--- src/hdl/alu_pkg.sv ---
package alu_pkg;

  // opcode field of the cmd register, codes 14 and 15 left unused
  typedef enum logic [3:0] {
    OP_NOR       = 4'd0,
    OP_AND       = 4'd1,
    OP_OR        = 4'd2,
    OP_XOR       = 4'd3,
    OP_ADD       = 4'd4,
    OP_SUB       = 4'd5,
    OP_LUI       = 4'd6,
    OP_PCADDU12I = 4'd7,
    OP_PCPLUS4   = 4'd8,
    OP_SLL       = 4'd9,
    OP_SRL       = 4'd10,
    OP_SRA       = 4'd11,
    OP_SLT       = 4'd12,
    OP_SLTU      = 4'd13
  } alu_op_e;

  // datapath group, logic group is the fallback
  typedef enum logic [1:0] {
    GRP_LOGIC = 2'b00,
    GRP_INT   = 2'b01,
    GRP_SFT   = 2'b10,
    GRP_CMP   = 2'b11
  } alu_grp_e;

  // sub-operation inside a group, code points shared between groups
  typedef logic [1:0] alu_sub_e;

  localparam alu_sub_e SOP_NOR       = 2'b00;
  localparam alu_sub_e SOP_AND       = 2'b01;
  localparam alu_sub_e SOP_OR        = 2'b10;
  localparam alu_sub_e SOP_XOR       = 2'b11;
  localparam alu_sub_e SOP_ADD       = 2'b00;
  localparam alu_sub_e SOP_SUB       = 2'b10;
  localparam alu_sub_e SOP_LUI       = 2'b01;
  localparam alu_sub_e SOP_PCPLUS4   = 2'b10;
  localparam alu_sub_e SOP_PCADDU12I = 2'b11;
  localparam alu_sub_e SOP_SLL       = 2'b00;
  localparam alu_sub_e SOP_SRL       = 2'b01;
  localparam alu_sub_e SOP_SRA       = 2'b10;
  // bit 0 clear means sign extension in the subtractor
  localparam alu_sub_e SOP_SLT       = 2'b00;
  localparam alu_sub_e SOP_SLTU      = 2'b01;

  // command launched by the register block
  typedef struct packed {
    logic        valid;
    alu_op_e     op;
    logic [31:0] r0;
    logic [31:0] r1;
    logic [31:0] pc;
  } alu_cmd_t;

  // decoded command
  typedef struct packed {
    logic        valid;
    alu_grp_e    grp;
    alu_sub_e    sub;
    logic        illegal;
    logic [31:0] r0;
    logic [31:0] r1;
    logic [31:0] pc;
  } alu_ctrl_t;

  // execute output
  typedef struct packed {
    logic        valid;
    logic        illegal;
    logic [31:0] data;
  } alu_res_t;

endpackage

--- src/hdl/wb_pkg.sv ---
package wb_pkg;

  // classic wishbone request, word addressed
  typedef struct packed {
    logic        cyc;
    logic        stb;
    logic        we;
    logic [2:0]  adr;
    logic [31:0] dat;
  } wb_req_t;

  // slave response
  typedef struct packed {
    logic        ack;
    logic [31:0] dat;
  } wb_rsp_t;

  // register map, word addresses
  localparam logic [2:0] REG_R0     = 3'd0;
  localparam logic [2:0] REG_R1     = 3'd1;
  localparam logic [2:0] REG_PC     = 3'd2;
  localparam logic [2:0] REG_CMD    = 3'd3;
  localparam logic [2:0] REG_STATUS = 3'd4;
  localparam logic [2:0] REG_RESULT = 3'd5;

  // status bits
  localparam int STS_DONE    = 0;
  localparam int STS_ILLEGAL = 1;

endpackage

--- src/hdl/alu_decode.sv ---
`timescale 1ns/1ps

module alu_decode import alu_pkg::*; (
  input  logic      clk,
  input  logic      rst_n_i,
  input  alu_cmd_t  cmd_i,
  output alu_ctrl_t ctrl_o
);

  alu_ctrl_t ctrl_d;
  alu_ctrl_t ctrl_q;

  always_comb begin
    ctrl_d.valid   = cmd_i.valid;
    ctrl_d.grp     = GRP_LOGIC;
    ctrl_d.sub     = SOP_NOR;
    ctrl_d.illegal = 1'b0;
    ctrl_d.r0      = cmd_i.r0;
    ctrl_d.r1      = cmd_i.r1;
    ctrl_d.pc      = cmd_i.pc;
    case (cmd_i.op)
      // logic group
      OP_NOR: ctrl_d.sub = SOP_NOR;
      OP_AND: ctrl_d.sub = SOP_AND;
      OP_OR:  ctrl_d.sub = SOP_OR;
      OP_XOR: ctrl_d.sub = SOP_XOR;
      // integer group
      OP_ADD: begin
        ctrl_d.grp = GRP_INT;
        ctrl_d.sub = SOP_ADD;
      end
      OP_SUB: begin
        ctrl_d.grp = GRP_INT;
        ctrl_d.sub = SOP_SUB;
      end
      // load immediate shares the integer slot
      OP_LUI: begin
        ctrl_d.grp = GRP_INT;
        ctrl_d.sub = SOP_LUI;
      end
      OP_PCADDU12I: begin
        ctrl_d.grp = GRP_INT;
        ctrl_d.sub = SOP_PCADDU12I;
      end
      OP_PCPLUS4: begin
        ctrl_d.grp = GRP_INT;
        ctrl_d.sub = SOP_PCPLUS4;
      end
      // shifts
      OP_SLL: begin
        ctrl_d.grp = GRP_SFT;
        ctrl_d.sub = SOP_SLL;
      end
      OP_SRL: begin
        ctrl_d.grp = GRP_SFT;
        ctrl_d.sub = SOP_SRL;
      end
      OP_SRA: begin
        ctrl_d.grp = GRP_SFT;
        ctrl_d.sub = SOP_SRA;
      end
      // compares
      OP_SLT: begin
        ctrl_d.grp = GRP_CMP;
        ctrl_d.sub = SOP_SLT;
      end
      OP_SLTU: begin
        ctrl_d.grp = GRP_CMP;
        ctrl_d.sub = SOP_SLTU;
      end
      // unused codes, nor of zeros gives all ones
      default: begin
        ctrl_d.illegal = 1'b1;
        ctrl_d.r0      = '0;
        ctrl_d.r1      = '0;
        ctrl_d.pc      = '0;
      end
    endcase
  end

  // decode pipeline register
  always_ff @(posedge clk or negedge rst_n_i) begin
    if (!rst_n_i) begin
      ctrl_q <= '0;
    end else begin
      ctrl_q <= ctrl_d;
    end
  end

  assign ctrl_o = ctrl_q;

endmodule

--- src/hdl/alu_execute.sv ---
`timescale 1ns/1ps

module alu_execute import alu_pkg::*; #(
  parameter bit USE_LI  = 1'b0,
  parameter bit USE_INT = 1'b1,
  parameter bit USE_SFT = 1'b1,
  parameter bit USE_CMP = 1'b1
)(
  input  alu_ctrl_t ctrl_i,
  output alu_res_t  res_o
);

  logic [31:0] r0;
  logic [31:0] r1;
  logic [31:0] pc;
  alu_sub_e    sub;
  logic [31:0] g0_result;
  logic [31:0] g1_result;
  logic [31:0] g2_result;
  logic [31:0] g3_result;
  logic [31:0] res_w;
  logic        ext;
  logic [32:0] r0_x;
  logic [32:0] r1_x;
  logic [32:0] sub_r;

  assign r0  = ctrl_i.r0;
  assign r1  = ctrl_i.r1;
  assign pc  = ctrl_i.pc;
  assign sub = ctrl_i.sub;

  // logic group, always built
  always_comb begin
    case (sub)
      SOP_NOR: g0_result = ~(r1 | r0);
      SOP_AND: g0_result = r1 & r0;
      SOP_OR:  g0_result = r1 | r0;
      default: g0_result = r1 ^ r0;
    endcase
  end

  // shared subtractor
  // extra top bit is inverted sign for signed compare, zero for unsigned
  assign ext   = ~sub[0];
  assign r1_x  = {~r1[31] & ext, r1};
  assign r0_x  = {~r0[31] & ext, r0};
  assign sub_r = r1_x - r0_x;

  // integer unit wins over load immediate
  if (USE_INT) begin : g_int
    always_comb begin
      if (sub[1]) begin
        g1_result = sub_r[31:0];
      end else begin
        g1_result = r1 + r0;
      end
    end
  end else if (USE_LI) begin : g_li
    always_comb begin
      case (sub)
        SOP_PCPLUS4:   g1_result = pc + 32'd4;
        SOP_PCADDU12I: g1_result = {r0[19:0], 12'd0} + pc;
        // lui, also the code 00 leftover
        default:       g1_result = {r0[19:0], 12'd0};
      endcase
    end
  end else begin : g_no_int
    assign g1_result = '0;
  end

  // shifter, amount from r0 low bits
  if (USE_SFT) begin : g_sft
    always_comb begin
      case (sub)
        SOP_SRL: g2_result = r1 >> r0[4:0];
        SOP_SRA: g2_result = $unsigned($signed(r1) >>> r0[4:0]);
        default: g2_result = r1 << r0[4:0];
      endcase
    end
  end else begin : g_no_sft
    assign g2_result = '0;
  end

  // borrow out of the 33-bit subtract is the less-than flag
  if (USE_CMP) begin : g_cmp
    assign g3_result = {31'd0, sub_r[32]};
  end else begin : g_no_cmp
    assign g3_result = '0;
  end

  // group mux, groups not built fall back to logic
  always_comb begin
    case (ctrl_i.grp)
      GRP_INT: res_w = (USE_LI || USE_INT) ? g1_result : g0_result;
      GRP_SFT: res_w = USE_SFT ? g2_result : g0_result;
      GRP_CMP: res_w = USE_CMP ? g3_result : g0_result;
      default: res_w = g0_result;
    endcase
  end

  assign res_o.valid   = ctrl_i.valid;
  assign res_o.illegal = ctrl_i.illegal;
  assign res_o.data    = res_w;

endmodule

--- src/hdl/alu_result.sv ---
`timescale 1ns/1ps

module alu_result import alu_pkg::*; (
  input  logic        clk,
  input  logic        rst_n_i,
  input  alu_res_t    res_i,
  input  logic        clr_i,
  output logic        done_o,
  output logic        illegal_o,
  output logic [31:0] result_o
);

  logic        done_q;
  logic        illegal_q;
  logic [31:0] data_q;

  always_ff @(posedge clk or negedge rst_n_i) begin
    if (!rst_n_i) begin
      done_q    <= 1'b0;
      illegal_q <= 1'b0;
      data_q    <= '0;
    end else begin
      // launch of a newer command beats a finishing one
      if (clr_i) begin
        done_q <= 1'b0;
      end else if (res_i.valid) begin
        done_q <= 1'b1;
      end
      // result and flag held until the next command finishes
      if (res_i.valid) begin
        illegal_q <= res_i.illegal;
        data_q    <= res_i.data;
      end
    end
  end

  // done drops in the launch cycle already
  assign done_o    = done_q & ~clr_i;
  assign illegal_o = illegal_q;
  assign result_o  = data_q;

endmodule

--- src/hdl/alu_top.sv ---
`timescale 1ns/1ps

module alu_top import alu_pkg::*, wb_pkg::*; #(
  parameter bit USE_LI  = 1'b0,
  parameter bit USE_INT = 1'b1,
  parameter bit USE_SFT = 1'b1,
  parameter bit USE_CMP = 1'b1
)(
  input  logic    clk,
  input  logic    rst_n_i,
  input  wb_req_t wb_req_i,
  output wb_rsp_t wb_rsp_o
);

  alu_cmd_t    cmd;
  alu_ctrl_t   ctrl;
  alu_res_t    res;
  logic        done;
  logic        illegal;
  logic [31:0] result;

  // bus slave and command launch
  alu_wb_regs alu_wb_regs_i (
    .clk       (clk),
    .rst_n_i   (rst_n_i),
    .wb_req_i  (wb_req_i),
    .wb_rsp_o  (wb_rsp_o),
    .cmd_o     (cmd),
    .done_i    (done),
    .illegal_i (illegal),
    .result_i  (result)
  );

  // decode stage
  alu_decode alu_decode_i (
    .clk     (clk),
    .rst_n_i (rst_n_i),
    .cmd_i   (cmd),
    .ctrl_o  (ctrl)
  );

  // execute, combinational
  alu_execute #(
    .USE_LI  (USE_LI),
    .USE_INT (USE_INT),
    .USE_SFT (USE_SFT),
    .USE_CMP (USE_CMP)
  ) alu_execute_i (
    .ctrl_i (ctrl),
    .res_o  (res)
  );

  // result stage, cleared by each launch
  alu_result alu_result_i (
    .clk       (clk),
    .rst_n_i   (rst_n_i),
    .res_i     (res),
    .clr_i     (cmd.valid),
    .done_o    (done),
    .illegal_o (illegal),
    .result_o  (result)
  );

endmodule

--- src/hdl/alu_wb_regs.sv ---
`timescale 1ns/1ps

module alu_wb_regs import alu_pkg::*, wb_pkg::*; (
  input  logic        clk,
  input  logic        rst_n_i,
  input  wb_req_t     wb_req_i,
  output wb_rsp_t     wb_rsp_o,
  output alu_cmd_t    cmd_o,
  input  logic        done_i,
  input  logic        illegal_i,
  input  logic [31:0] result_i
);

  logic        ack_q;
  logic        req_w;
  logic        wr_w;
  logic        launch_q;
  alu_op_e     op_q;
  logic [31:0] r0_q;
  logic [31:0] r1_q;
  logic [31:0] pc_q;
  logic [31:0] rdat_d;
  logic [31:0] rdat_q;

  // new access, ignored during its own ack cycle
  assign req_w = wb_req_i.cyc & wb_req_i.stb & ~ack_q;
  assign wr_w  = req_w & wb_req_i.we;

  // read mux, write-only registers read as zero
  always_comb begin
    rdat_d = '0;
    case (wb_req_i.adr)
      REG_STATUS: begin
        rdat_d[STS_DONE]    = done_i;
        rdat_d[STS_ILLEGAL] = illegal_i;
      end
      REG_RESULT: rdat_d = result_i;
      default: rdat_d = '0;
    endcase
  end

  // ack, read data and writes all land on the same edge
  always_ff @(posedge clk or negedge rst_n_i) begin
    if (!rst_n_i) begin
      ack_q    <= 1'b0;
      launch_q <= 1'b0;
      rdat_q   <= '0;
      op_q     <= OP_NOR;
      r0_q     <= '0;
      r1_q     <= '0;
      pc_q     <= '0;
    end else begin
      ack_q    <= req_w;
      // one-cycle pulse per cmd write
      launch_q <= wr_w && (wb_req_i.adr == REG_CMD);
      // data bus stays zero outside the ack cycle
      rdat_q   <= (req_w && !wb_req_i.we) ? rdat_d : '0;
      if (wr_w) begin
        case (wb_req_i.adr)
          REG_R0:  r0_q <= wb_req_i.dat;
          REG_R1:  r1_q <= wb_req_i.dat;
          REG_PC:  pc_q <= wb_req_i.dat;
          // codes 14 and 15 kept as written, decode flags them
          REG_CMD: op_q <= alu_op_e'(wb_req_i.dat[3:0]);
          default: ;
        endcase
      end
    end
  end

  assign wb_rsp_o.ack = ack_q;
  assign wb_rsp_o.dat = rdat_q;

  // operands are stable while the pulse is out
  assign cmd_o.valid = launch_q;
  assign cmd_o.op    = op_q;
  assign cmd_o.r0    = r0_q;
  assign cmd_o.r1    = r1_q;
  assign cmd_o.pc    = pc_q;

endmodule

--- config.mk ---
export PLATFORM = sky130hd
export DESIGN_NAME = alu_top
export DESIGN_NICKNAME = d
export VERILOG_FILES = /design/src/hdl/alu_pkg.sv /design/src/hdl/wb_pkg.sv /design/src/hdl/alu_decode.sv /design/src/hdl/alu_execute.sv /design/src/hdl/alu_result.sv /design/src/hdl/alu_top.sv /design/src/hdl/alu_wb_regs.sv
export SDC_FILE = /design/constraint.sdc
export NUM_CORES = 1
export LEC_CHECK = 0
export ABC_CLOCK_PERIOD_IN_PS = 4580
export BUFFER_PORTS_ARGS = -buffer_cell sky130_fd_sc_hd__buf_2
export CAP_MARGIN = 20
export CORE_ASPECT_RATIO = 1.25
export CORE_UTILIZATION = 40
export CTS_BUF_LIST = sky130_fd_sc_hd__clkbuf_8
export DETAILED_ROUTE_END_ITERATION = 12
export PLACE_DENSITY_LB_ADDON = 0.08
export SYNTH_ARGS = -nofsm -noshare
export SYNTH_HDL_FRONTEND = slang
export SYNTH_SLANG_ARGS = --single-unit
export TNS_END_PERCENT = 50
--- constraint.sdc ---
create_clock -name clk -period 4.58 [get_ports clk]
set_input_delay 0 -clock clk [delete_from_list [all_inputs] [get_ports clk]]
set_output_delay 0 -clock clk [all_outputs]
set_load 0.1 [all_outputs]
### Word-level counts from Yosys, hierarchy flattened

Cells that the tools add are included.

* $mul: 0
* mux-type cells: 12
* add/sub/neg operators: 2
* bitwise gates (word level): 15
* divide/modulo/power cells: 0
* magnitude comparators: 0
* equal/unequal tests: 23
* shift operators: 3
* reductions and logical operators: 18

Operator list (number)
* $pmux 32 s3: 2
* $mux 97: 1
* $mux 32: 2
* $pmux 32 s2: 1
* $sub 33x33->33: 1
* $add 32x32->32: 1
* $and 32x32->32: 1
* $not 32->32: 1
* $or 32x32->32: 1
* $shl 32x5->32: 1
* $shr 32x5->32: 1
* $sshr 32x5->32: 1
* $xor 32x32->32: 1
* $mux 30: 1
* $eq 4x4->1 const B: 6
* $eq 4x3->1 const B: 4
* $reduce_or 14->1: 1
* $pmux 2 s3: 2
* $eq 4x2->1 const B: 2
* $reduce_and 2->1: 4
* $reduce_or 4->1: 2
* $and 1x1->1: 6
* $eq 2x2->1 const B: 3
* $eq 3x2->1 const B: 2
* 16 further kinds: 25

* bits in latches: 0
* bits in writable memories: 0
* input bits: 40
* output and inout bits: 33
* memory bits (read-only): 0
* memories: 0
* register bits after elaboration: 238
* logic and storage cells: 89

### Depth between registers and ports, before layout

Gate-level depths: netlist of the first run.

* word-level depth: 5
* mapped depth: 16
* gate-level depth less buffers: 13

### Modules after synthesis

A second synthesis of the first run with hierarchy kept.

* cells, all modules: 1988
* area total of the unflattened synthesis: 19098.3 um^2

By module, submodules not included
* alu_execute: seq. area each 0.0 um^2, area each 9248.9 um^2, cells each 1392, instances 1
* alu_wb_regs: seq. area each 3353.2 um^2, area each 5004.8 um^2, cells each 295, instances 1
* alu_decode: seq. area each 2552.4 um^2, area each 3425.8 um^2, cells each 228, instances 1
* alu_result: seq. area each 850.8 um^2, area each 1418.9 um^2, cells each 73, instances 1

### Least setup slack after synthesis of the first run

Ideal clock, no wire load.

* path type: flip-flop to flip-flop
* from: register alu_decode_i.ctrl_q (netlist bit alu_decode_i.ctrl_o[68])
* to: register alu_result_i.data_q[17] (netlist: alu_result_i.result_o[17])
* stages on the path, launching flop included: 16
* required time: 4.454 ns
* path buffers: 4
* period minus slack after synthesis: 3.642 ns
* setup slack: 0.938 ns
* setup time: 0.126 ns
* data arrival time: 3.516 ns
* cells stage by stage: dfrtp_1 > clkbuf_1 > inv_1 > clkbuf_1 > clkbuf_1 > ha_1 > buf_2 > nor2_1 > o311ai_1 > a2111o_1 > a31oi_2 > a31oi_1 > o311ai_2 > nand3_1 > nor3b_1 > o32a_1

* word-level cells in the longest chain between the ends: 3
* elaborated cells on any way between the ends: 8
* those cells by class: add/sub (2); shift (3); mux (3)

RTL lines
* start, declared: RTL line alu_decode.sv:11 `alu_ctrl_t ctrl_q;`
* start signal, assigned: RTL line alu_decode.sv:86 `ctrl_q <= ctrl_d;`
* $sub 33x33->33 (tied with other cells): RTL line alu_execute.sv:47 `assign sub_r = r1_x - r0_x;`
* $mux 32 or $pmux 32 s2 (tied branches): RTL line alu_execute.sv:52, alu_execute.sv:74
* $pmux 32 s3 (*): RTL line alu_execute.sv:93 `case (ctrl_i.grp)`
* end signal, assigned: RTL line alu_result.sv:32 `data_q <= res_i.data;`
* end, declared: RTL line alu_result.sv:15 `logic [31:0] data_q;`

Mark *: on every way between the ends. The rest lies on a longest branch, timed or not.
A chain may end at the register's enable or synchronous reset.

### Worst setup path after layout of the first run

* from: register alu_decode_i.ctrl_q (netlist bit alu_decode_i.ctrl_o[32])
* to: register alu_result_i.data_q[0] (netlist: alu_result_i.result_o[0])

* word-level cells in the longest chain between the ends: 4
* elaborated cells on any way between the ends: 13
* those cells by class: add/sub (2); shift (3); mux (4); bitwise (4)

RTL lines (RTL line)
* parallel branches: the longest is 3 deep, another holds $sub 33x33->33
* $pmux 32 s3 (*): alu_execute.sv:93

Every way passes the cells marked *.

==> results of run 1 <==
[state kept, by name, summed over array words and instances, names as in the netlist, 4 cells and up]
| signal | count |
|---|---|
| alu_wb_regs_i.rdat_q | 32 |
| alu_result_i.result_o | 32 |
| alu_wb_regs_i.op_q | 4 |
| alu_decode_i.ctrl_o | 70 |
| alu_wb_regs_i.r0_q | 32 |
| alu_wb_regs_i.r1_q | 32 |
[stage by stage]
stage | hold WS (ns) | worst slack, ns
after global placement | 0.0660 | 0.728
after detailed placement | 0.0745 | 0.765
after CTS | 0.0487 | 0.758
after floorplan | -0.296 | 0.938
final | 0.0439 | 0.568
after global routing | 0.0872 | 0.409
[cell usage after synthesis (11+ instances only)]
library cell,count
nor3_1,36
o21ai_0,85
a221oi_1,14
nor2b_1,13
mux4_2,53
clkbuf_1,88
a21oi_1,163
o21bai_1,12
mux2i_1,57
nand2_1,153
inv_1,99
nand2b_1,14
o211ai_1,19
a211oi_1,25
mux2_2,72
xnor2_1,19
nand3_1,36
nor2_1,189
a31oi_1,27
ha_1,101
buf_2,28
a21o_1,14
dfrtp_1,206
o21ai_1,17
buf_1,11
and2_1,95
[logic make-up (layout without fill, tap and decap cells)]
group	after synthesis	count (layout)	synth area share
AND/OR/NAND/NOR	590	590	0.168
XOR/XNOR	20	20	0.0105
buffers and inverters	252	341	0.0645
adder cells (fa/ha/maj)	103	103	0.0782
multiplexers	193	193	0.169
flip-flops	206	206	0.309
other	0	1	0
AO/OA/AOI/OAI	512	512	0.201
[layout make-up]
type                            instances  area (um^2)
Antenna cell                            1         2.50
Clock buffer                           44          606
Clock inverter                         16          128
Fill cell                            4138        22400
Inverter                              108          405
Multi-Input combinational cell       1418        10500
Sequential cell                       206         5170
Tap cell                              552          691
Timing Repair Buffer                  173         1280
[power by group through the flow]
| stage | registers [W] | logic (W) | clock network (W) |
|---|---|---|---|
| 4_1_cts | 0.00250 | 0.00579 | 0.00183 |
| 6_report | 0.00250 | 0.00595 | 0.00178 |
| 2_1_floorplan | 0.00238 | 0.00387 | 0 |
| 5_1_grt | 0.00254 | 0.00634 | 0.00190 |
| 3_5_place_dp | 0.00253 | 0.00574 | 0 |
| 3_3_place_gp | 0.00252 | 0.00579 | 0 |
[path summary, 6_finish.rpt]
path                            slack, ns                       end  cells past startpoint                    start
worst max-delay path                 0.57  alu_result_i.result_o[0]                     13  alu_decode_i.ctrl_o[32]
worst min-delay path                 0.04   alu_wb_regs_i.rdat_q[4]                      2                  rst_n_i
worst max register to register       0.57  alu_result_i.result_o[0]                     13  alu_decode_i.ctrl_o[32]
worst min register to register       0.45   alu_decode_i.ctrl_o[71]                      1    alu_wb_regs_i.r0_q[7]
max in group asynchronous            3.43    alu_wb_regs_i.r0_q[23]                      3                  rst_n_i
min in group clk                     0.05   alu_wb_regs_i.rdat_q[8]                      4             wb_req_i[35]
[per-layer routing]
layer	vias up	track usage	share of wire
li1	6911	-	-
met1	7463	0.409	0.42
met2	758	0.483	0.45
met3	165	0.0420	0.067
met4	0	0.165	0.059
met5	-	0	0
==> impl_metrics.json, run 1 <==
{
  "netlist.top_cell.by_area": "dfrtp_1",
  "syn_avg_cell_area_um2": 8.89,
  "grt_antenna_before_repair": 4,
  "cp_num_buf_inv": 2,
  "cp-end-kind": "flip-flop",
  "ys_seq_elements": 206,
  "drt_wl_total_um": 64600,
  "clock-root-buffer": "clkbuf_8",
  "postSynth.asyncResetShare": 1.00,
  "cp.arrival_ns": 4.44,
  "post-route-period-util": 0.876,
  "global_route.usage.total": 0.308,
  "relSlewSlack": 0.376,
  "buffers_added_on_ports": 72,
  "post_synth_main_area_contributors": "dfrtp_1 (31%), ha_1 (7.6%), mux4_2 (7.2%), a21oi_1 (4.9%), mux2_2 (4.9%)",
  "overall_die_width_um": 185,
  "hold_violations": 0,
  "cts_num_sinks": 206,
  "start_util": 0.406,
  "max_slew.worst_pin.slew_ns": 0.926,
  "most_common_cell_after_layout_fill_and_taps_aside": "dfrtp_1",
  "max-vdd-ir-drop_uv": 225,
  "synthesis.yosys.warnings": 0,
  "comb_power_share": 0.582,
  "status": "complete, no violations",
  "drt_iter0_drc": 1779,
  "critPathSlowestCell": "o311ai_0",
  "synth.yosys.seq_area_share": 0.309,
  "postSynthCellCount": 1876,
  "power.total_w": 0.0102,
  "power_per_cell_area_mw_per_mm2": 546,
  "fin_worst_skew_ns": 0.0493,
  "path_max_fanout": 6,
  "switching_power_of_the_nets_w": 0.00500,
  "fin_util": 0.456,
  "synth.top_cell.area_share": 0.309,
  "clock_power_share": 0.174,
  "grt_pass1_wl_um": 96600,
  "detailroute.via_count": 15297,
  "via_per_inst": 6.08,
  "power_report.internal_total_w": 0.00523,
  "timing.critical_path.max_delay_family": "compound AO/OA/AOI/OAI gates",
  "sw_frac_of_total": 0.489,
  "drive_above_1_share": 0.173,
  "number_of_remaining_drc_errors": 0,
  "die_h_um": 230,
  "area_growth_syn_to_layout_pct": 12.4,
  "max_transition_viols_final": 0,
  "layout_min_cycle_time_ns": 4.01,
  "via_count_of_the_first_global_routing_pass": 14851,
  "num_rows": 83,
  "grt_overflow_total": 0,
  "synth_flop_cell": "dfrtp_1",
  "finalSetupTns_ns": 0,
  "power.share.sequential": 0.244,
  "design.portCount": 73,
  "postRouteAntennaNets": 0,
  "cts.reportedPaths.clkPinSlew_ns": 0.08,
  "tritoncts.num_buffers": 35,
  "max_cap_viol_count": 0,
  "dp.final_hpwl_um": 48500,
  "cp_cell_instances": "inv_1 -> ha_1 -> inv_1 -> fa_1 -> nor2b_1 -> o21ai_0 -> a21oi_1 -> nand2_1 -> a21o_1 -> a21oi_1 -> o211a_1 -> o311ai_0 -> a31oi_1",
  "post_synth_edffs": 0,
  "timing.setup.critical_path_class": "flip-flop to flip-flop",
  "postSynthNetCount": 2019,
  "pin_count_of_the_biggest_net_entering_global_routing": 111,
  "max_stage_delay_ns": 0.74,
  "critical_path_required_ns": 5.01,
  "fmax_ghz": 0.249,
  "tritoncts": "built",
  "final_cell_area_excluding_filler_cells_mm2": 0.0187,
  "min-delay-path-class": "input port to asynchronous set/reset pin",
  "area_of_the_core_mm2": 0.0411,
  "synth.distinct_cells": 91,
  "rsz0062_at_grt": "no",
  "die_area_mm2": 0.0425,
  "routabilityCongestion": 1.09,
  "hold_buffers": 40,
  "dp.cells": 2417,
  "drt_pass1_iterations": 6,
  "cts-resized-gates": 0,
  "p_leak_nw": 8.22,
  "cts.htree.levels": 2,
  "insertion_delay_ns": 0.59,
  "start_kind": "flip-flop",
  "avgRoutedWirePerCell_um": 25.6,
  "placement.cell_area_mm2": 0.0176,
  "setup_viol": 0,
  "final_cell_mix": "dfrtp_1 (201), nor2_1 (189), a21oi_1 (163)",
  "finalNetCount": 2085,
  "postCtsSetupRepairBufs": 0,
  "cts-root-to-sink-buffers": 3,
  "syn-cell-area_mm2": 0.0167,
  "instances_no_fill": 2518
}
Power figures use the tool's default switching activity.
==> inputs of run 2 (changes only) <==
- CELL_PAD_IN_SITES_DETAIL_PLACEMENT: default -> 1
- CELL_PAD_IN_SITES_GLOBAL_PLACEMENT: default -> 2
==> impl_metrics.json, run 2 (synthesis gave the netlist of run 1 again) <==
{
  "worst_hold_slack_ns": -0.0122,
  "buffers_added_on_ports": 72,
  "rsz0062_at_grt": "no",
  "final_cell_area_excluding_filler_cells_mm2": 0.0186,
  "largest_register_ff_count": 70,
  "cts-root-to-sink-buffers": 3,
  "start_kind": "flip-flop",
  "fmax_ghz": 0.249,
  "placement.cell_area_mm2": 0.0175,
  "grt_pass1_wl_um": 102000,
  "start_util": 0.406,
  "layout_min_cycle_time_ns": 4.02,
  "via_count_of_the_first_global_routing_pass": 15740,
  "clock-root-buffer": "clkbuf_8",
  "instances_no_fill": 2507,
  "cp.arrival_ns": 4.52,
  "tritoncts": "built",
  "post-route-period-util": 0.878,
  "p_leak_nw": 8.15,
  "hold_violations": 5,
  "postRouteAntennaNets": 0,
  "design.portCount": 73,
  "setup_viol": 0,
  "grt_overflow_total": 0,
  "most_common_cell_after_layout_fill_and_taps_aside": "dfrtp_1",
  "worst_reg_to_reg_setup_slack_ns": 0.56,
  "max_transition_viols_final": 0,
  "cts_num_sinks": 206,
  "drt_wl_total_um": 68500,
  "detailroute.via_count": 15342,
  "drt_iter0_drc": 1405,
  "timing.setup.critical_path_class": "flip-flop to flip-flop",
  "die_area_mm2": 0.0425,
  "relSlewSlack": 0.205,
  "pin_count_of_the_biggest_net_entering_global_routing": 109,
  "power_per_cell_area_mw_per_mm2": 558,
  "power.total_w": 0.0104,
  "dp.cells": 2404,
  "cts.reportedPaths.clkPinSlew_ns": 0.06,
  "tritoncts.num_buffers": 37,
  "worstRegToRegCells": 13,
  "insertion_delay_ns": 0.61,
  "max_slew.worst_pin.slew_ns": 1.19,
  "cp-end-kind": "flip-flop",
  "postCtsSetupRepairBufs": 0,
  "max-vdd-ir-drop_uv": 305,
  "drt_pass1_iterations": 5,
  "overall_die_width_um": 185,
  "routabilityCongestion": 1.00,
  "regToRegStartpoint": "alu_decode_i.ctrl_o[33]",
  "timing.rr.end": "alu_result_i.result_o[31]",
  "max_cap_viol_count": 0,
  "worst_setup_path_endpoint": "alu_result_i.result_o[31]",
  "final_cell_mix": "dfrtp_1 (201), nor2_1 (189), a21oi_1 (163)",
  "area_growth_syn_to_layout_pct": 11.8,
  "area_of_the_core_mm2": 0.0411,
  "cts.htree.levels": 2,
  "number_of_remaining_drc_errors": 0,
  "num_rows": 83,
  "via_per_inst": 6.12,
  "die_h_um": 230,
  "fin_worst_skew_ns": 0.0236,
  "status": "finished, violations left",
  "avgRoutedWirePerCell_um": 27.3,
  "failed_checks": "hold timing",
  "fin_util": 0.453,
  "drive_above_1_share": 0.171,
  "critical_path_required_ns": 5.07,
  "dp.final_hpwl_um": 51800,
  "global_route.usage.total": 0.327,
  "finalSetupTns_ns": 0,
  "min-delay-path-class": "input port to asynchronous set/reset pin",
  "grt_antenna_before_repair": 1,
  "path_max_fanout": 10,
  "critPathLaunch": "alu_decode_i.ctrl_o[33]",
  "finalNetCount": 2071
}
-- run 2: cell count changes in the layout (fill, tap and decap cells not counted) --
cell           previous run  this run
clkinvlp_4                1         2
inv_1                   107       103
dlygate4sd3_1            40        37
inv_8                     1         0
clkbuf_8                 44        45
buf_12                    4         3
clkinv_8                  0         1
nand3_2                   1         0
clkinv_2                  3         8
inv_6                     0         2
nand3_1                  35        36
buf_4                    57        45
-- run 2: worst min path at each step --
stage,from,end,slack (ns),cells past startpoint
after floorplan,rst_n_i,alu_decode_i.ctrl_o[100],-0.30,0
after global placement,rst_n_i,alu_wb_regs_i.rdat_q[4],0.06,1
after detailed placement,rst_n_i,alu_result_i.result_o[4],0.09,1
after CTS,wb_req_i[34],alu_wb_regs_i.op_q[2],0.02,6
after global routing,rst_n_i,alu_result_i.result_o[4],0.06,2
final,rst_n_i,alu_result_i.result_o[4],-0.01,2
-- run 2: per-stage QoR --
step / hold WS, ns / worst slack (ns)
after floorplan: -0.296 / 0.938
after global placement: 0.0597 / 0.722
after detailed placement: 0.0927 / 0.628
after CTS: 0.0160 / 0.589
after global routing: 0.0643 / 0.294
final: -0.0122 / 0.558
-- run 2: critical path, cell delays in order, from the launching register on --
cell and delay (ns):
dfrtp_1 0.57, inv_1 0.12, ha_1 0.35, nor2_1 0.08, o311ai_1 0.54, a211oi_1 0.16, buf_4 0.19, o31ai_1 0.67
a211oi_1 0.27, a221oi_1 0.39, a311oi_1 0.08, buf_4 0.16, mux2i_1 0.12, a211oi_1 0.21
-- run 2: layout make-up --
type | instances | area, um^2
Fill cell | 4842 | 22500
Multi-Input combinational cell | 1418 | 10500
Sequential cell | 206 | 5170
Timing Repair Buffer | 157 | 1140
Tap cell | 552 | 691
Clock buffer | 45 | 619
Inverter | 108 | 405
Clock inverter | 20 | 168
Antenna cell | 1 | 2.50
-- run 2: per-layer routing --
metal	up-vias	global-route usage	share of wire
li1	6876	-	-
met1	7704	0.429	0.43
met2	595	0.523	0.46
met3	167	0.0527	0.061
met4	0	0.157	0.053
met5	-	0	0
-- run 2: power breakdown --
part,switching [W],internal (W),total (W)
combinational,0.00390,0.00207,0.00597
clock,0.000846,0.00102,0.00186
sequential,0.000432,0.00214,0.00258
total,0.00518,0.00523,0.0104
-- run 2: timing repair --
item	CTS	global route
resized for setup	0	0
endpoints found under the hold margin	179	0
hold buffers	37	0
==> inputs of run 3 (changes only) <==
- ABC_AREA: default -> 1
- CORE_UTILIZATION: 40 -> 35
==> impl_metrics.json, run 3 <==
{
  "dp.final_hpwl_um": 67400,
  "most_common_cell_after_layout_fill_and_taps_aside": "nand2_1",
  "min-delay-path-class": "input port to asynchronous set/reset pin",
  "instances_no_fill": 3589,
  "gr-usage-met2": 0.592,
  "failed_checks": "hold timing",
  "postCtsSetupRepairBufs": 0,
  "critPathSlowestCell": "o21ai_2",
  "overall_die_width_um": 203,
  "worstRegToRegCells": 10,
  "postRouteAntennaNets": 0,
  "status": "finished, violations left",
  "finalSetupTns_ns": 0,
  "die_area_mm2": 0.0512,
  "cts_num_sinks": 206,
  "dp.cells": 3474,
  "final_cell_mix": "nand2_1 (903), inv_1 (415), nand3_1 (358)",
  "max_slew.worst_pin.slew_ns": 1.08,
  "critical_path_required_ns": 5.13,
  "grt_util_met1": 0.409,
  "synth_simple_gate_area_frac": 0.368,
  "num_rows": 91,
  "synth.yosys.seq_area_share": 0.293,
  "max_stage_delay_ns": 0.56,
  "cts.htree.levels": 2,
  "post_synthesis_compound_gate_area_fraction": 0.136,
  "synth_flop_cell": "dfrtp_1",
  "buffers_added_on_ports": 72,
  "fmax_ghz": 0.310,
  "drt_wl_total_um": 86900,
  "globalRouteMet3Util": 0.0440,
  "timing.critical_path.max_delay_family": "simple AND/OR/NAND/NOR gates",
  "grt_antenna_before_repair": 1,
  "avgRoutedWirePerCell_um": 24.2,
  "design.portCount": 73,
  "p_leak_nw": 10.7,
  "pin_count_of_the_biggest_net_entering_global_routing": 107,
  "routabilityCongestion": 0.966,
  "postSynthCellCount": 2854,
  "synthesis.yosys.warnings": 0,
  "cp_cell_instances": "inv_1 -> ha_1 -> nand2_1 -> o21ai_2 -> clkinv_1 -> nand2_1 -> a21oi_1 -> nor2_1 -> nor2_1 -> a21oi_1",
  "clock-root-buffer": "clkbuf_8",
  "worst_reg_to_reg_setup_slack_ns": 1.35,
  "drt_pass1_iterations": 5,
  "cts.reportedPaths.clkPinSlew_ns": 0.07,
  "rsz0062_at_grt": "no",
  "max_transition_viols_final": 0,
  "synth_mux_area_frac": 0.00128,
  "synth_most_common_cell": "nand2_1",
  "area_growth_syn_to_layout_pct": 12.5,
  "grt.busiest_layer": "met2",
  "post_synth_fa_ha_maj_area_fraction": 0.0740,
  "via_per_inst": 5.41,
  "path_max_fanout": 10,
  "start_kind": "flip-flop",
  "area_of_the_core_mm2": 0.0495,
  "post_synth_xor_xnor_area": 0,
  "hold_violations": 4,
  "power_per_cell_area_mw_per_mm2": 547,
  "insertion_delay_ns": 0.62,
  "max-vdd-ir-drop_uv": 264,
  "post_synth_edffs": 0,
  "via_count_of_the_first_global_routing_pass": 20214,
  "synth.distinct_cells": 49,
  "postSynth.asyncResetShare": 1.00,
  "finalNetCount": 3048,
  "syn-cell-area_mm2": 0.0176,
  "drt_iter0_drc": 1472,
  "die_h_um": 253,
  "fin_worst_skew_ns": 0.0447,
  "largest_register_ff_count": 70,
  "global_route.usage.total": 0.341,
  "synth.top_cell.area_share": 0.293,
  "regToRegStartpoint": "alu_decode_i.ctrl_o[97]",
  "relSlewSlack": 0.280,
  "netlist.top_cell.by_area": "dfrtp_1",
  "number_of_remaining_drc_errors": 0,
  "ys_seq_elements": 206,
  "drive_above_1_share": 0.0742,
  "grt_overflow_total": 0,
  "cp.arrival_ns": 3.78,
  "timing.rr.end": "alu_result_i.result_o[25]",
  "cp_num_buf_inv": 2,
  "cp-end-kind": "flip-flop",
  "grt_pass1_wl_um": 129000,
  "syn_avg_cell_area_um2": 6.17,
  "max_cap_viol_count": 0,
  "setup_viol": 0,
  "yosys-top-cells-count": "nand2_1 (903), inv_1 (405), nand3_1 (360), dfrtp_1 (206), nor2_1 (202)",
  "tritoncts.num_buffers": 40,
  "cts-root-to-sink-buffers": 3,
  "start_util": 0.356,
  "detailroute.via_count": 19430,
  "tritoncts": "built",
  "worst_hold_slack_ns": -0.0343,
  "main_combinational_cell_family_by_area_after_synthesis": "simple AND/OR/NAND/NOR gates",
  "postSynthNetCount": 2997,
  "layout_min_cycle_time_ns": 3.23,
  "post_synth_main_area_contributors": "dfrtp_1 (29%), nand2_1 (19%), nand3_1 (10%), inv_1 (8.6%), ha_1 (7.2%)",
  "post-route-period-util": 0.705,
  "timing.setup.critical_path_class": "flip-flop to flip-flop"
}
## run 3: changes by cell type after synthesis, moves of 16 or more
cell	previous run	this run
a211oi_1	25	9
clkbuf_1	88	65
a31oi_1	27	7
mux2i_1	57	0
and2_1	95	8
nand3_1	36	360
xnor2_1	19	0
buf_2	28	46
mux4_2	53	0
nand2_1	153	903
mux2_2	72	0
inv_1	99	405
o21ai_0	85	167
## run 3: worst reg2reg max path, cell delays in order (launching register included)
cell,delay [ns]
dfrtp_1,0.46
inv_1,0.14
ha_1,0.32
nand2_1,0.32
o21ai_2,0.56
clkinv_1,0.53
nand2_1,0.19
a21oi_1,0.05
nor2_1,0.36
nor2_1,0.10
a21oi_1,0.14
## run 3: logic make-up after synthesis
logic type	count (synthesis)
fa+ha+maj	103
simple gates	1551
mux	1
buf+inv	563
flops	206
compound gates	430
## run 3: through the flow
step | hold WS (ns) | total power [W] | area, um^2 | util | setup slack [ns]
3_5_place_dp | 0.0685 | 0.00856 | 18500 | 0.373 | 1.49
6_report | -0.0343 | 0.0108 | 19800 | 0.400 | 1.35
4_1_cts | 0.0250 | 0.0108 | 19800 | 0.400 | 1.48
2_1_floorplan | -0.296 | 0.00615 | 17600 | - | 2.11
5_1_grt | 0.0813 | 0.0115 | 19800 | 0.400 | 1.25
3_3_place_gp | 0.0646 | 0.00848 | 18500 | 0.373 | 1.50
## run 3: final cells by class
type	count	area, um^2
antenna	1	2.50
tap	651	815
multi-input combinational	2085	10200
timing repair buffer	156	1140
fill	6660	29700
sequential	206	5160
inverter	416	1560
clock inverter	24	224
clock buffer	50	688
## run 3: routing by layer
layer	wire, um	up-vias
met5	0	-
met4	4840	0
met3	3750	197
met2	42400	531
met1	35900	9520
li1	-	9182
## run 3: where the power goes
| group | internal (W) | switching [W] | leakage, nW | total [W] |
|---|---|---|---|---|
| registers | 0.00212 | 0.000414 | 2.70 | 0.00254 |
| clock network | 0.00122 | 0.000917 | 0.510 | 0.00214 |
| logic | 0.00169 | 0.00447 | 7.47 | 0.00616 |
| total | 0.00504 | 0.00580 | 10.7 | 0.0108 |
## run 3: worst max-delay path by stage
stage                                        from  cells after the start                   endpoint
after global routing      alu_decode_i.ctrl_o[97]                     10  alu_result_i.result_o[25]
final                     alu_decode_i.ctrl_o[97]                     10  alu_result_i.result_o[25]
after floorplan           alu_decode_i.ctrl_o[67]                     17   alu_result_i.result_o[8]
after detailed placement  alu_decode_i.ctrl_o[97]                     10  alu_result_i.result_o[25]
after global placement    alu_decode_i.ctrl_o[97]                     10  alu_result_i.result_o[25]
after CTS                 alu_decode_i.ctrl_o[97]                     10  alu_result_i.result_o[25]
## run 3: timing repair
action                                 4_1_cts  5_1_grt
hold buffers                                40        0
endpoints found under the hold margin      172        0
resized for setup                            0        0
